**config.mk**
```make
export PLATFORM = sky130hd
export DESIGN_NAME = sifhTop
export DESIGN_NICKNAME = d
export VERILOG_FILES = /design/src/design/histoPkg.sv /design/src/design/acqCounter.sv /design/src/design/binUpdater.sv /design/src/design/histoFsm.sv /design/src/design/histoRam.sv /design/src/design/peakFinder.sv /design/src/design/sifhTop.sv
export VERILOG_INCLUDE_DIRS = /design/src /design/src/design
export SDC_FILE = /design/constraint.sdc
export NUM_CORES = 1
export LEC_CHECK = 0
export BUFFER_PORTS_ARGS = -buffer_cell sky130_fd_sc_hd__buf_2
export CORE_ASPECT_RATIO = 1.2
export CORE_MARGIN = 10
export CORE_UTILIZATION = 40
export DETAILED_ROUTE_END_ITERATION = 8
export PLACE_DENSITY = 0.52
export RECOVER_POWER = 100
export SYNTH_ARGS = -nofsm -noshare
export SYNTH_HDL_FRONTEND = slang
export SYNTH_HIERARCHICAL = 1
export SYNTH_SLANG_ARGS = --single-unit
```
**constraint.sdc**
```tcl
create_clock -name clk -period 7.04 [get_ports clk]
set_input_delay 0.352 -clock clk [delete_from_list [all_inputs] [get_ports clk]]
set_output_delay 0.352 -clock clk [all_outputs]
set_load 0.01 [all_outputs]
```
**src/design/histo_params.svh**
```systemverilog
`ifndef HISTO_PARAMS_SVH
`define HISTO_PARAMS_SVH

// timestamp word width from the TDC
`define NP 10

// low fine bits dropped before binning
`define FINE_BITS 4

// coarse field addresses the histogram
`define BIN_BITS (`NP - `FINE_BITS)

// bin counter width with saturation at all ones
`define PEAK_MAX 8

// pixels handled one after another in each frame
`define PIXEL_NUM 4

// acquisitions per pixel
`define ACQ_NUM 8

// samples per acquisition
`define DATA_NUM 40

`endif

```
**src/design/histoPkg.sv**
```systemverilog
`include "histo_params.svh"

package histoPkg;

    // histogram depth
    localparam int binNum = 1 << `BIN_BITS;

    // samples accepted per pixel
    localparam int sampleTotal = `ACQ_NUM * `DATA_NUM;

    // one spare bit so the counter can reach sampleTotal
    localparam int sampleIdxW = $clog2(sampleTotal) + 1;

    localparam int pixelNum = `PIXEL_NUM;
    localparam int pixelIdxW = $clog2(`PIXEL_NUM);

    typedef logic [`BIN_BITS-1:0] binAddr;
    typedef logic [`PEAK_MAX-1:0] binCount;
    typedef logic [sampleIdxW-1:0] sampleIdx;
    typedef logic [pixelIdxW-1:0] pixelIdx;

    // coarse bin above the fine interpolation bits
    typedef struct packed {
        logic [`BIN_BITS-1:0] coarse;
        logic [`FINE_BITS-1:0] fine;
    } tofFields;

    // raw view flags "no photon" as all ones
    typedef union packed {
        logic [`NP-1:0] raw;
        tofFields tof;
    } sampleWord;

    // per-pixel sequence
    typedef enum logic [2:0] {
        IDLE,
        CLEAR,
        ACQUIRE,
        DRAIN,
        SCAN,
        REPORT
    } histoState;

endpackage

```
**src/design/acqCounter.sv**
```systemverilog
`timescale 1ns/1ps

module acqCounter (
    input  logic clk,
    input  logic rst,
    input  histoPkg::histoState state,
    input  logic accept,
    output histoPkg::binAddr binIdx,
    output logic binLast,
    output logic sampleLast,
    output histoPkg::pixelIdx pixelIdx,
    output logic pixelLast
);
    import histoPkg::*;

    sampleIdx sampleCnt;

    // bin index walks the RAM in CLEAR and SCAN
    always_ff @(posedge clk) begin
        if (rst) begin
            binIdx <= '0;
        end else if ((state == CLEAR) || (state == SCAN)) begin
            binIdx <= binIdx + 1'b1;
        end else begin
            // parked at zero so each state entry starts at bin 0
            binIdx <= '0;
        end
    end

    // accepted samples of the current pixel
    always_ff @(posedge clk) begin
        if (rst) begin
            sampleCnt <= '0;
        end else if (state != ACQUIRE) begin
            sampleCnt <= '0;
        end else if (accept) begin
            sampleCnt <= sampleCnt + 1'b1;
        end
    end

    // pixel index steps once per report
    always_ff @(posedge clk) begin
        if (rst || (state == IDLE)) begin
            pixelIdx <= '0;
        end else if (state == REPORT) begin
            pixelIdx <= pixelIdx + 1'b1;
        end
    end

    assign binLast = (binIdx == '1);

    // flags the acceptance that completes the pixel
    assign sampleLast = accept && (state == ACQUIRE)
                        && (sampleCnt == sampleIdxW'(sampleTotal - 1));

    assign pixelLast = (pixelIdx == pixelIdxW'(pixelNum - 1));

    // wrEn must drop right after the last accepted sample
    assert property (@(posedge clk) disable iff (rst) sampleCnt <= sampleIdxW'(sampleTotal))
        else $error("sample count past ACQ_NUM*DATA_NUM");

endmodule

```
**src/design/binUpdater.sv**
```systemverilog
`timescale 1ns/1ps

module binUpdater (
    input  logic clk,
    input  logic rst,
    input  logic sample,
    input  histoPkg::sampleWord word,
    output logic re,
    output histoPkg::binAddr raddr,
    input  histoPkg::binCount rdata,
    output logic we,
    output histoPkg::binAddr waddr,
    output histoPkg::binCount wdata
);
    import histoPkg::*;

    // stage 1 control and address
    logic s1Valid;
    binAddr s1Addr;

    // last write, for same-bin forwarding
    logic lastWe;
    binAddr lastAddr;
    binCount lastData;

    // count before increment
    binCount base;

    // stage 0 skips no-photon words and reads the coarse bin
    assign re = sample && (word.raw != '1);
    assign raddr = word.tof.coarse;

    always_ff @(posedge clk) begin
        if (rst) begin
            s1Valid <= 1'b0;
            lastWe <= 1'b0;
        end else begin
            s1Valid <= re;
            lastWe <= we;
        end
    end

    always_ff @(posedge clk) begin
        s1Addr <= raddr;
        lastAddr <= waddr;
        lastData <= wdata;
    end

    // RAM data is stale when the previous cycle wrote the same bin
    assign base = (lastWe && (lastAddr == s1Addr)) ? lastData : rdata;

    // stage 1 does the saturating increment and write back
    assign we = s1Valid;
    assign waddr = s1Addr;
    assign wdata = (base == '1) ? base : base + 1'b1;

    // back-to-back writes to one bin only climb, so no wrap past 255
    assert property (@(posedge clk) disable iff (rst)
        we && $past(we) && (waddr == $past(waddr)) |-> wdata >= $past(wdata))
        else $error("bin count wrapped or dropped");

endmodule

```
**src/design/histoFsm.sv**
```systemverilog
`timescale 1ns/1ps

module histoFsm (
    input  logic clk,
    input  logic rst,
    input  logic start,
    input  logic binLast,
    input  logic sampleLast,
    input  logic pixelLast,
    output histoPkg::histoState state,
    output logic wrEn,
    output logic scanRead,
    output logic peakValid,
    output logic done
);
    import histoPkg::*;

    histoState nextState;

    // second DRAIN cycle marker
    logic drainHold;

    // extra SCAN cycle for the RAM read latency
    logic scanTail;

    always_comb begin
        nextState = state;
        case (state)
            IDLE: begin
                // start only counts while idle
                if (start) begin
                    nextState = CLEAR;
                end
            end
            CLEAR: begin
                // 64 zero writes, one per bin
                if (binLast) begin
                    nextState = ACQUIRE;
                end
            end
            ACQUIRE: begin
                if (sampleLast) begin
                    nextState = DRAIN;
                end
            end
            DRAIN: begin
                // let the final read-modify-write land
                if (drainHold) begin
                    nextState = SCAN;
                end
            end
            SCAN: begin
                if (scanTail) begin
                    nextState = REPORT;
                end
            end
            REPORT: begin
                // next pixel starts right away, last one goes idle
                nextState = pixelLast ? IDLE : CLEAR;
            end
            default: begin
                nextState = IDLE;
            end
        endcase
    end

    always_ff @(posedge clk) begin
        if (rst) begin
            state <= IDLE;
            wrEn <= 1'b0;
            drainHold <= 1'b0;
            scanTail <= 1'b0;
        end else begin
            state <= nextState;
            // registered from next state, so high exactly in ACQUIRE
            wrEn <= (nextState == ACQUIRE);
            drainHold <= (state == DRAIN) && !drainHold;
            // set after bin 63 is addressed, clears in REPORT
            scanTail <= (state == SCAN) && binLast && !scanTail;
        end
    end

    // reads only during the 64 addressing cycles of SCAN
    assign scanRead = (state == SCAN) && !scanTail;

    // peakFinder result is final in REPORT
    assign peakValid = (state == REPORT);
    assign done = peakValid && pixelLast;

    // accepting samples and scanning share the RAM read port
    assert property (@(posedge clk) disable iff (rst) !(wrEn && scanRead))
        else $error("wrEn and scanRead high together");

endmodule

```
**src/design/histoRam.sv**
```systemverilog
`timescale 1ns/1ps

module histoRam (
    input  logic clk,
    input  logic we,
    input  histoPkg::binAddr waddr,
    input  histoPkg::binCount wdata,
    input  logic re,
    input  histoPkg::binAddr raddr,
    output histoPkg::binCount rdata
);
    import histoPkg::*;

    // one counter per coarse bin
    binCount mem [binNum];

    // write port
    always_ff @(posedge clk) begin
        if (we) begin
            mem[waddr] <= wdata;
        end
    end

    // registered read
    // same-address write in this cycle returns the old count
    always_ff @(posedge clk) begin
        if (re) begin
            rdata <= mem[raddr];
        end
    end

endmodule

```
**src/design/peakFinder.sv**
```systemverilog
`timescale 1ns/1ps

module peakFinder (
    input  logic clk,
    input  logic rst,
    input  logic clear,
    input  logic binValid,
    input  histoPkg::binAddr binIdx,
    input  histoPkg::binCount binData,
    output histoPkg::binAddr peakBin,
    output histoPkg::binCount peakCount
);
    import histoPkg::*;

    // running maximum of the current scan
    binAddr runBin;
    binCount runCount;

    // strictly greater, so ties keep the lower bin
    logic newBest;

    assign newBest = binValid && (binData > runCount);

    always_ff @(posedge clk) begin
        if (rst || clear) begin
            // empty histogram ends as bin 0, count 0
            runBin <= '0;
            runCount <= '0;
        end else if (newBest) begin
            runBin <= binIdx;
            runCount <= binData;
        end
    end

    // result taken on the last bin, held until the next scan ends
    always_ff @(posedge clk) begin
        if (rst) begin
            peakBin <= '0;
            peakCount <= '0;
        end else if (binValid && (binIdx == '1)) begin
            peakBin <= newBest ? binIdx : runBin;
            peakCount <= newBest ? binData : runCount;
        end
    end

endmodule

```
**src/design/sifhTop.sv**
```systemverilog
`timescale 1ns/1ps

module sifhTop (
    input  logic clk,
    input  logic rst,
    input  logic start,
    input  logic dataValid,
    input  histoPkg::sampleWord data,
    output logic wrEn,
    output logic peakValid,
    output histoPkg::binAddr peakBin,
    output histoPkg::binCount peakCount,
    output histoPkg::pixelIdx peakPixel,
    output logic done
);
    import histoPkg::*;

    histoState state;
    logic accept;
    logic binLast;
    logic sampleLast;
    logic pixelLast;
    logic scanRead;
    binAddr binIdx;

    // binUpdater side of the RAM
    logic updRe;
    binAddr updRaddr;
    logic updWe;
    binAddr updWaddr;
    binCount updWdata;

    // muxed RAM ports
    logic ramWe;
    binAddr ramWaddr;
    binCount ramWdata;
    logic ramRe;
    binAddr ramRaddr;
    binCount ramRdata;

    // scan stream aligned to the read latency
    logic scanReadD;
    binAddr binIdxD;
    logic peakClear;

    // dataValid outside ACQUIRE is dropped here
    assign accept = wrEn && dataValid;

    histoFsm fsm (
        .clk(clk),
        .rst(rst),
        .start(start),
        .binLast(binLast),
        .sampleLast(sampleLast),
        .pixelLast(pixelLast),
        .state(state),
        .wrEn(wrEn),
        .scanRead(scanRead),
        .peakValid(peakValid),
        .done(done)
    );

    acqCounter counters (
        .clk(clk),
        .rst(rst),
        .state(state),
        .accept(accept),
        .binIdx(binIdx),
        .binLast(binLast),
        .sampleLast(sampleLast),
        .pixelIdx(peakPixel),
        .pixelLast(pixelLast)
    );

    binUpdater updater (
        .clk(clk),
        .rst(rst),
        .sample(accept),
        .word(data),
        .re(updRe),
        .raddr(updRaddr),
        .rdata(ramRdata),
        .we(updWe),
        .waddr(updWaddr),
        .wdata(updWdata)
    );

    // CLEAR zeroes bin by bin, otherwise updater writes
    assign ramWe = (state == CLEAR) ? 1'b1 : updWe;
    assign ramWaddr = (state == CLEAR) ? binIdx : updWaddr;
    assign ramWdata = (state == CLEAR) ? '0 : updWdata;

    // SCAN owns the read port
    assign ramRe = scanRead ? 1'b1 : updRe;
    assign ramRaddr = scanRead ? binIdx : updRaddr;

    histoRam ram (
        .clk(clk),
        .we(ramWe),
        .waddr(ramWaddr),
        .wdata(ramWdata),
        .re(ramRe),
        .raddr(ramRaddr),
        .rdata(ramRdata)
    );

    always_ff @(posedge clk) begin
        if (rst) begin
            scanReadD <= 1'b0;
        end else begin
            scanReadD <= scanRead;
        end
    end

    always_ff @(posedge clk) begin
        binIdxD <= binIdx;
    end

    // first scan cycle addresses bin 0
    assign peakClear = scanRead && (binIdx == '0);

    peakFinder finder (
        .clk(clk),
        .rst(rst),
        .clear(peakClear),
        .binValid(scanReadD),
        .binIdx(binIdxD),
        .binData(ramRdata),
        .peakBin(peakBin),
        .peakCount(peakCount)
    );

endmodule

```
# Word-level counts from Yosys, hierarchy flattened
# Memories as Yosys holds them, arrays and structs flattened. A register that Yosys moved wholly into a read port is not among the register bits.
# Cells that the tools add are included.
# classes
eq_ne,14
n_reduce_logical,22
bitwise_logic,1
muxes,18
n_lt_le_gt_ge,1
add_sub_neg,4
# op_table
op,count
$mux W8,4
$mux W6,3
$pmux W3 S6,1
$mux W3,5
$logic_and A1 B1 Y1,13
$eq A6 B6 Y1 const B,2
$add A10 B1 Y10 const B,1
$eq A10 B9 Y1 const B,1
$ne A10 B10 Y1 const B,1
$eq A3 B2 Y1 const B,3
$add A8 B1 Y8 const B,1
$eq A8 B8 Y1 const B,1
$gt A8 B8 Y1,1
$add A6 B1 Y6 const B,1
$eq A3 B3 Y1 const B,2
$eq A6 B6 Y1,1
$logic_not A6 Y1,1
$mux W1,5
$reduce_or A2 Y1,2
$eq A3 B1 Y1 const B,1
$logic_not A3 Y1,1
$logic_or A1 B1 Y1,3
$ne A3 B2 Y1 const B,1
$add A2 B1 Y2 const B,1
other kinds (3),4
# totals
ramBits,512
memories,1
ff_bits,81
word_cells,79
output_inout_bits,19
# memory_table
memory,depth,word_bits,rd,rd_clocked_by_memory_dff,wr,line_no,source
ram.mem,64,8,1,1,1,histoRam.sv:15,binCount mem [binNum];

# Longest topological paths before layout
# Gate-level depths: netlist of run 1.
# depth
ltp_word,6
ltp_mapped,13

# Cells and area by module
# The synthesis of run 1 kept the hierarchy.
# modules_own_cells
module,area_per_inst_um2,instances,cells_per_inst,seq_area_each_um2
histoRam,20246.9,1,940,15615.0
peakFinder,1529.0,1,175,560.5
binUpdater,952.2,1,96,440.4
acqCounter,830.8,1,93,360.3
sifhTop,415.4,1,36,140.1
histoFsm,307.8,1,33,120.1

# Worst setup path after synthesis of run 1
# Ideal clock, no wire load.
# synth_timing
kind,register to register
startpoint,"reg updater.s1Addr[5], in the netlist updater/waddr[5]"
endpoint,mem ram/mem[0][1] (netlist bit) (data pin)
synth_period_minus_slack_ns,3.427
required_time_ns,6.523
stages_incl_launch_ff,5
path_slack_ns,3.613
arrival_ns,2.911
cell_sequence,dfxtp_1 -> xor2_1 -> nor4_4 -> mux2i_1 -> nor2b_1
# synth_via
elab_chain_cells,6
elab_cells_between_ends,7
classes_between,add/sub: 1; eq/ne: 2; mux: 3; reduce/logical: 1
# synth_lines
element,line_no,source
start: declaration,binUpdater.sv:19,binAddr s1Addr;
start signal: assignment,binUpdater.sv:44,s1Addr <= raddr;
$eq A6 B6 Y1 (*),binUpdater.sv:50,assign base = (lastWe && (lastAddr == s1Addr)) ? lastData : rdata;
$logic_and A1 B1 Y1 (*),binUpdater.sv:50,
$mux W8 (*),binUpdater.sv:50,
$add A8 B1 Y8 or $eq A8 B8 Y1 (tied branches),binUpdater.sv:55,assign wdata = (base == '1) ? base : base + 1'b1;
$mux W8 (*),binUpdater.sv:55,
net updWdata[1],sifhTop.sv:31,binCount updWdata;
$mux W8 (*),sifhTop.sv:91,assign ramWdata = (state == CLEAR) ? '0 : updWdata;
net ramWdata[1],sifhTop.sv:36,binCount ramWdata;
end: declaration,histoRam.sv:15,
# The timed path passes the listed nets; every way through them passes the cells marked *.

# Worst setup path after layout of run 1
# layout_timing
startpoint,"reg updater.s1Addr[2], in the netlist updater/waddr[2]"
endpoint,mem ram/mem[38][7] (netlist bit) (data pin)
# Same word-level chain as after synthesis.

==> results.yml, run 1 <==
outcome:
  outcome: "finished, violations left"
  violations: "max-capacitance violations, max-slew violations"
critical_path:
  worstSetupPathType: "reg2reg"
  worstReg2RegEnd: "ram/mem[38][7]"
  end_kind: "flop"
  rr_startpoint: "updater/waddr[2]"
  worstRegToRegCells: 6
  crit_path_start_kind: "flop"
  r2r_slack_ps: 1440
  cp.arrival_ps: 5560
  crit_fanout: 64
  crit_required_ps: 7000
sta:
  setup_viol: 0
  worstMarginPinSlew_ps: 3122
  tns_ps: 0
  max_slew_margin_pct: -108.1
  hold_viol_final: 0
  rsz0062_at_grt: "false"
  hold-worst-slack_ps: 185.1
  finClkSkew_ps: 25.16
  fmax_ghz: 0.1785
  min_period_ps: 5603
  finalCritPeriodShare_pct: 79.58
  drv_slew: 432
global_route:
  grt_max_degree: 76
  grt_overflow: 0
  grt_pass1_vias: 12988
  antenna_found_initial: 0
  grt_pass1_wl_um: 85730
  grt_util_all_layers_pct: 15.88
synth:
  synth_edf_count: 520
  yosys_warnings: 6
  ys_seq_area_share_pct: 70.98
  synth_cells: 1373
  async_flop_share_pct: 0
  synth_ff_type: "edfxtp_1"
  yosysUniqueCellTypes: 84
  synth_top_cell_by_area: "edfxtp_1"
  synth.avg_cell_area_sq_um: 17.69
  synth_most_common_cell: "edfxtp_1"
  ys_seq_elements: 601
  synth_top_area_share_pct: 64.31
  ys_top_cells_by_area: "edfxtp_1, mux4_2, dfxtp_1"
  syn_area_sq_mm: 0.02428
  synthTopCellsByCount: "edfxtp_1, mux4_2, nor2_1, dfxtp_1, nand2_1"
  synth.net_count: 1398
clock_network:
  cts_setup_buffers: 0
  cts_tree: "yes"
  numCtsBuffers: 59
  clk_latency_ps: 630
  cts_root_buffer: "clkbuf_16"
  cts_buffer_depth: 3
  clkSinkCount: 601
  clk_pin_slew_ps: 60
  htreeDepth: 2
drt:
  drt_iter0_markers: 920
  avgViaCountPerCell: 5.568
  drtAntennaViolNets: 0
  drt_first_pass_iters: 5
  drc_errors: 0
  wl_per_cell_um: 24.98
  routed-via-count: 12634
  wl_um: 56680
layout:
  nets: 1446
  antenna_cells: 0
  multi_input_area_sq_mm: 0.006477
  regArea_sq_mm: 0.01724
  nFillCells: 5247
  drive_gt1_share_pct: 19.61
  syn_to_final_growth_pct: 11.48
hold_path:
  hold_class: "in2reg"
  whs_endpoint: "fsm/state[0]"
  min_path_cells: 4
  hp-start: "start"
power_and_ir_drop:
  power_leakage_uw: 0.008516
  vdd_drop_max_mv: 0.1830
  power.density_mw_per_mm2: 274.4
place:
  place_congestion: 0.7810
  dp.final_hpwl_um: 34670
  io_buffers: 32
floorplanning:
  die_h_um: 289.9
  num_rows: 98
  coreArea_sq_mm: 0.05984
  io_pins: 33
  start_util_pct: 40.58
  dieArea_sq_mm: 0.07100
  die_w_um: 244.9
job:
  maxCapViolCount: 9
## layer usage
metal / vias up / share of wire, % / global-route usage [%]
met5: - / 0 / 0
met2: 319 / 51 / 27.21
met1: 6631 / 42 / 20.31
met3: 104 / 4.8 / 2.746
met4: 0 / 2.6 / 4.507
li1: 5580 / - / -
## cell usage in the layout (no fill, tap or decap), types with 18 or more instances in the layout
cell type	instances
o21ai_0	26
a21oi_1	19
nand2_1	82
clkbuf_16	60
nor2b_1	29
clkbuf_1	39
dfxtp_1	81
nand3_1	22
nor2_1	110
mux2i_1	37
edfxtp_1	520
mux4_2	126
mux2_2	18
## power by group
group          internal (uW)  total, uW  switching [uW]
logic                    122        335             214
registers               3880       3890            8.40
clock network           1850       3200            1350
total                   5860       7430            1570
## kinds of logic (layout without fill, tap and decap cells)
kind of cell / count (synthesis) / after routing / synth area share, %
AOI/OAI and AO/OA: 139 / 139 / 4.277
xor gates and xnor gates: 13 / 13 / 0.4689
adders and majority gates: 11 / 11 / 0.5668
buffers and inverters: 86 / 182 / 2.102
DFF: 601 / 601 / 70.98
muxes: 191 / 191 / 14.51
and+or+nand+nor: 332 / 332 / 7.090
## registers in the layout (all words and copies together) (netlist names), 2 cells and up
name	count
ram/mem	512
updater/waddr	6
updater/lastData	8
fsm/state	3
ram/rdata	8
finder/runBin	6
counters/sampleCnt	10
finder/runCount	8
updater/lastAddr	6
finder/peakBin	6
counters/binIdx	6
binIdxD	6
finder/peakCount	8
counters/pixelIdx	2
## cell type report
| cell class | count | area share, % |
|---|---|---|
| clock buffers | 70 | 5.685 |
| clock inverters | 39 | 1.558 |
| inverters | 14 | 0.1941 |
| multi-input cells | 686 | 23.93 |
| flip-flops and latches | 601 | 63.67 |
| well taps | 800 | 3.698 |
| repair buffers | 59 | 1.262 |
## worst max path at each step
stage                     cells past startpoint  slack (ps)        endpoint              from
after floorplan                               4        3610   ram/mem[0][1]  updater/waddr[5]
after global placement                        7        1980    ram/rdata[5]      fsm/state[2]
after detailed placement                      8        2310    ram/rdata[4]      fsm/state[2]
after CTS                                     8        2270    ram/rdata[4]      fsm/state[2]
after global routing                          6        1000  ram/mem[38][7]  updater/waddr[2]
final                                         6        1440  ram/mem[38][7]  updater/waddr[2]
## stage by stage
step                total power [uW]  util [%]  instances  area, sq um  setup slack (ps)
finish                          7427     45.24       2269        27070              1437
global route                    7667     45.24       2269        27070             997.3
CTS                             7519     45.58       2269        27270              2270
detailed placement              4305     42.20       2154        25250              2308
global placement                4302     42.17       2152        25230              1981
floorplan                       4190         -       1373        24280              3613
## critical path, cell delays in order, from the launching register on
cell and delay, ps:
dfxtp_1 330, xnor2_1 180, nand4_1 130, nor4_1 1580, mux2i_1 340, nor2b_4 160
clkbuf_1 2190
## repair_timing
action / 4_1_cts / 5_1_grt
hold endpoints to repair: 6 / 0
hold buffers: 6 / 0
resized for setup: 0 / 0
No activity file was read; power rests on OpenSTA's default activity.
==> run 2: changes to the inputs <==
==> constraint.sdc (replaced) <==
create_clock -name clk -period 5.3 [get_ports clk]
set_input_delay 0.265 -clock clk [delete_from_list [all_inputs] [get_ports clk]]
set_output_delay 0.265 -clock clk [all_outputs]
set_load 0.01 [all_outputs]
==> run 2 against run 1 <==
Effect of this change: the flow still finishes with violations (max-capacitance violations, max-slew violations); power rose by 35%; cell area rose by 0.48%; sequential share of layout area shrank 0.30 points; combinational power increased by 33%; largest power group unchanged; clock skew down 2.8 ps; highest routed layer unchanged.
==> results.yml, run 2 (synthesis results as in run 1) <==
outcome:
  outcome: "finished, violations left"
  violations: "max-capacitance violations, max-slew violations"
power_and_ir_drop:
  vdd_drop_max_mv: 0.2380
  power.density_mw_per_mm2: 368.1
  total_power_uw: 10010
  power_leakage_uw: 0.008590
clock_network:
  numCtsBuffers: 60
  htreeDepth: 2
  cts_hold_buffers: 6
  cts_buffer_depth: 3
  cts_root_buffer: "clkbuf_16"
  clkSinkCount: 601
  cts_setup_buffers: 0
  clk_pin_slew_ps: 60
  cts_tree: "yes"
  clk_latency_ps: 630
  cts_resized: 0
sta:
  worstMarginPinSlew_ps: 1995
  rsz0062_at_grt: "false"
  setup_viol: 0
  drv_slew: 9
  min_period_ps: 4629
  hold_viol_final: 0
  max_slew_margin_pct: -34.21
  fmax_ghz: 0.2160
  finalCritPeriodShare_pct: 87.34
  finClkSkew_ps: 22.36
  tns_ps: 0
floorplanning:
  die_w_um: 244.9
  start_util_pct: 40.58
  die_h_um: 289.9
  num_rows: 98
  io_pins: 33
  coreArea_sq_mm: 0.05984
  dieArea_sq_mm: 0.07100
global_route:
  grt_pass1_wl_um: 86250
  grt_pass1_vias: 13114
  grt_overflow: 0
  grt_max_degree: 72
  grt_util_all_layers_pct: 16.08
  antenna_found_initial: 1
drt:
  wl_um: 57530
  routed-via-count: 12557
  avgViaCountPerCell: 5.512
  drc_errors: 0
  wl_per_cell_um: 25.25
  drtAntennaViolNets: 0
  drt_first_pass_iters: 5
  drt_iter0_markers: 911
critical_path:
  slowest_delay_ps: 830
  worstReg2RegEnd: "ram/mem[33][5]"
  worstSetupPathDepth: 7
  cp.arrival_ps: 4910
  r2r_slack_ps: 670
  crit_fanout: 22
  crit_chain: "nor3b_1, clkbuf_1, mux2_1, nor2_1, nand3_1, nor2_1, clkbuf_1"
  worstSetupPathType: "reg2reg"
  rr_startpoint: "fsm/state[0]"
  slowest_stage: "clkbuf_1"
  cp.buffers_inverters: 2
  cp-startpoint: "fsm/state[0]"
  worstRegToRegCells: 7
  critPathTopFamily: "simple AND/OR/NAND/NOR gates"
  crit_path_start_kind: "flop"
  cp-endpoint: "ram/mem[33][5]"
  end_kind: "flop"
  crit_required_ps: 5580
hold_path:
  hold_class: "in2reg"
  hp-start: "start"
place:
  dp.final_hpwl_um: 35920
  place_congestion: 0.7759
  io_buffers: 32
layout:
  top_regs: "ram/mem (512), counters/sampleCnt (10)"
  finalCoreUtilization_pct: 45.45
  layout_commonest_cell: "edfxtp_1"
  nets: 1453
  regMostFlops: "ram/mem"
  drive_gt1_share_pct: 20.09
  antenna_cells: 0
  syn_to_final_growth_pct: 12.01
  largest_register_ffs: 512
  regArea_sq_mm: 0.01724
  multi_input_area_sq_mm: 0.006485
  most-common-layout-cells: "edfxtp_1, mux4_2, nor2_1, nand2_1, dfxtp_1"
  nFillCells: 5289
job:
  maxCapViolCount: 1
==> run 2: changes by cell type in the layout (fill, tap and decap cells not counted), moves of 2 or more <==
cell | before | now
bufinv_16 | 8 | 10
clkbuf_1 | 39 | 41
clkbuf_2 | 0 | 6
clkbuf_8 | 0 | 2
clkinv_1 | 11 | 8
clkinv_2 | 10 | 12
inv_8 | 2 | 0
==> run 2: tightest hold or removal path, cell delays in order <==
cell and delay (ps):
buf_2 70, nor2b_1 130, o21ai_1 80, a31oi_1 130
==> run 2: power by group <==
| group | switching, uW | internal [uW] |
|---|---|---|
| registers | 11.4 | 5150 |
| logic | 284 | 162 |
| clock network | 1800 | 2610 |
| total | 2090 | 7920 |
==> run 2: worst min path at each step <==
stage / slack [ps] / end / cells after the start
global placement: 380 / updater/lastAddr[4] / 0
detailed placement: 370 / updater/lastAddr[2] / 0
global route: 130 / fsm/state[0] / 4
CTS: 50 / fsm/state[0] / 4
floorplan: 290 / updater/waddr[0] / 0
finish: 90 / fsm/state[0] / 4
==> run 2: stage by stage <==
step / hold WS [ps] / std cells / area [sq um] / setup slack, ps
after floorplan: 292.7 / 1373 / 24280 / 1873
after CTS: 50.43 / 2278 / 27400 / 982.3
after global placement: 378.2 / 2159 / 25280 / 759.0
after detailed placement: 373.0 / 2160 / 25290 / 1004
final: 85.55 / 2278 / 27200 / 670.8
after global routing: 132.7 / 2278 / 27200 / 397.6
==> run 2: layout make-up <==
type	instances	area share, %
clock buffer	75	5.824
clock inverter	37	1.720
inverter	14	0.1932
multi-input combinational	686	23.84
sequential	601	63.37
tap	800	3.680
timing repair buffer	65	1.366
==> run 2: routing by layer <==
layer / share of wire, % / track usage [%] / vias up
met5: 0 / 0 / -
met1: 42 / 20.79 / 6568
met3: 4.9 / 3.031 / 82
met4: 2.9 / 5.142 / 0
li1: - / - / 5588
met2: 50 / 26.85 / 319
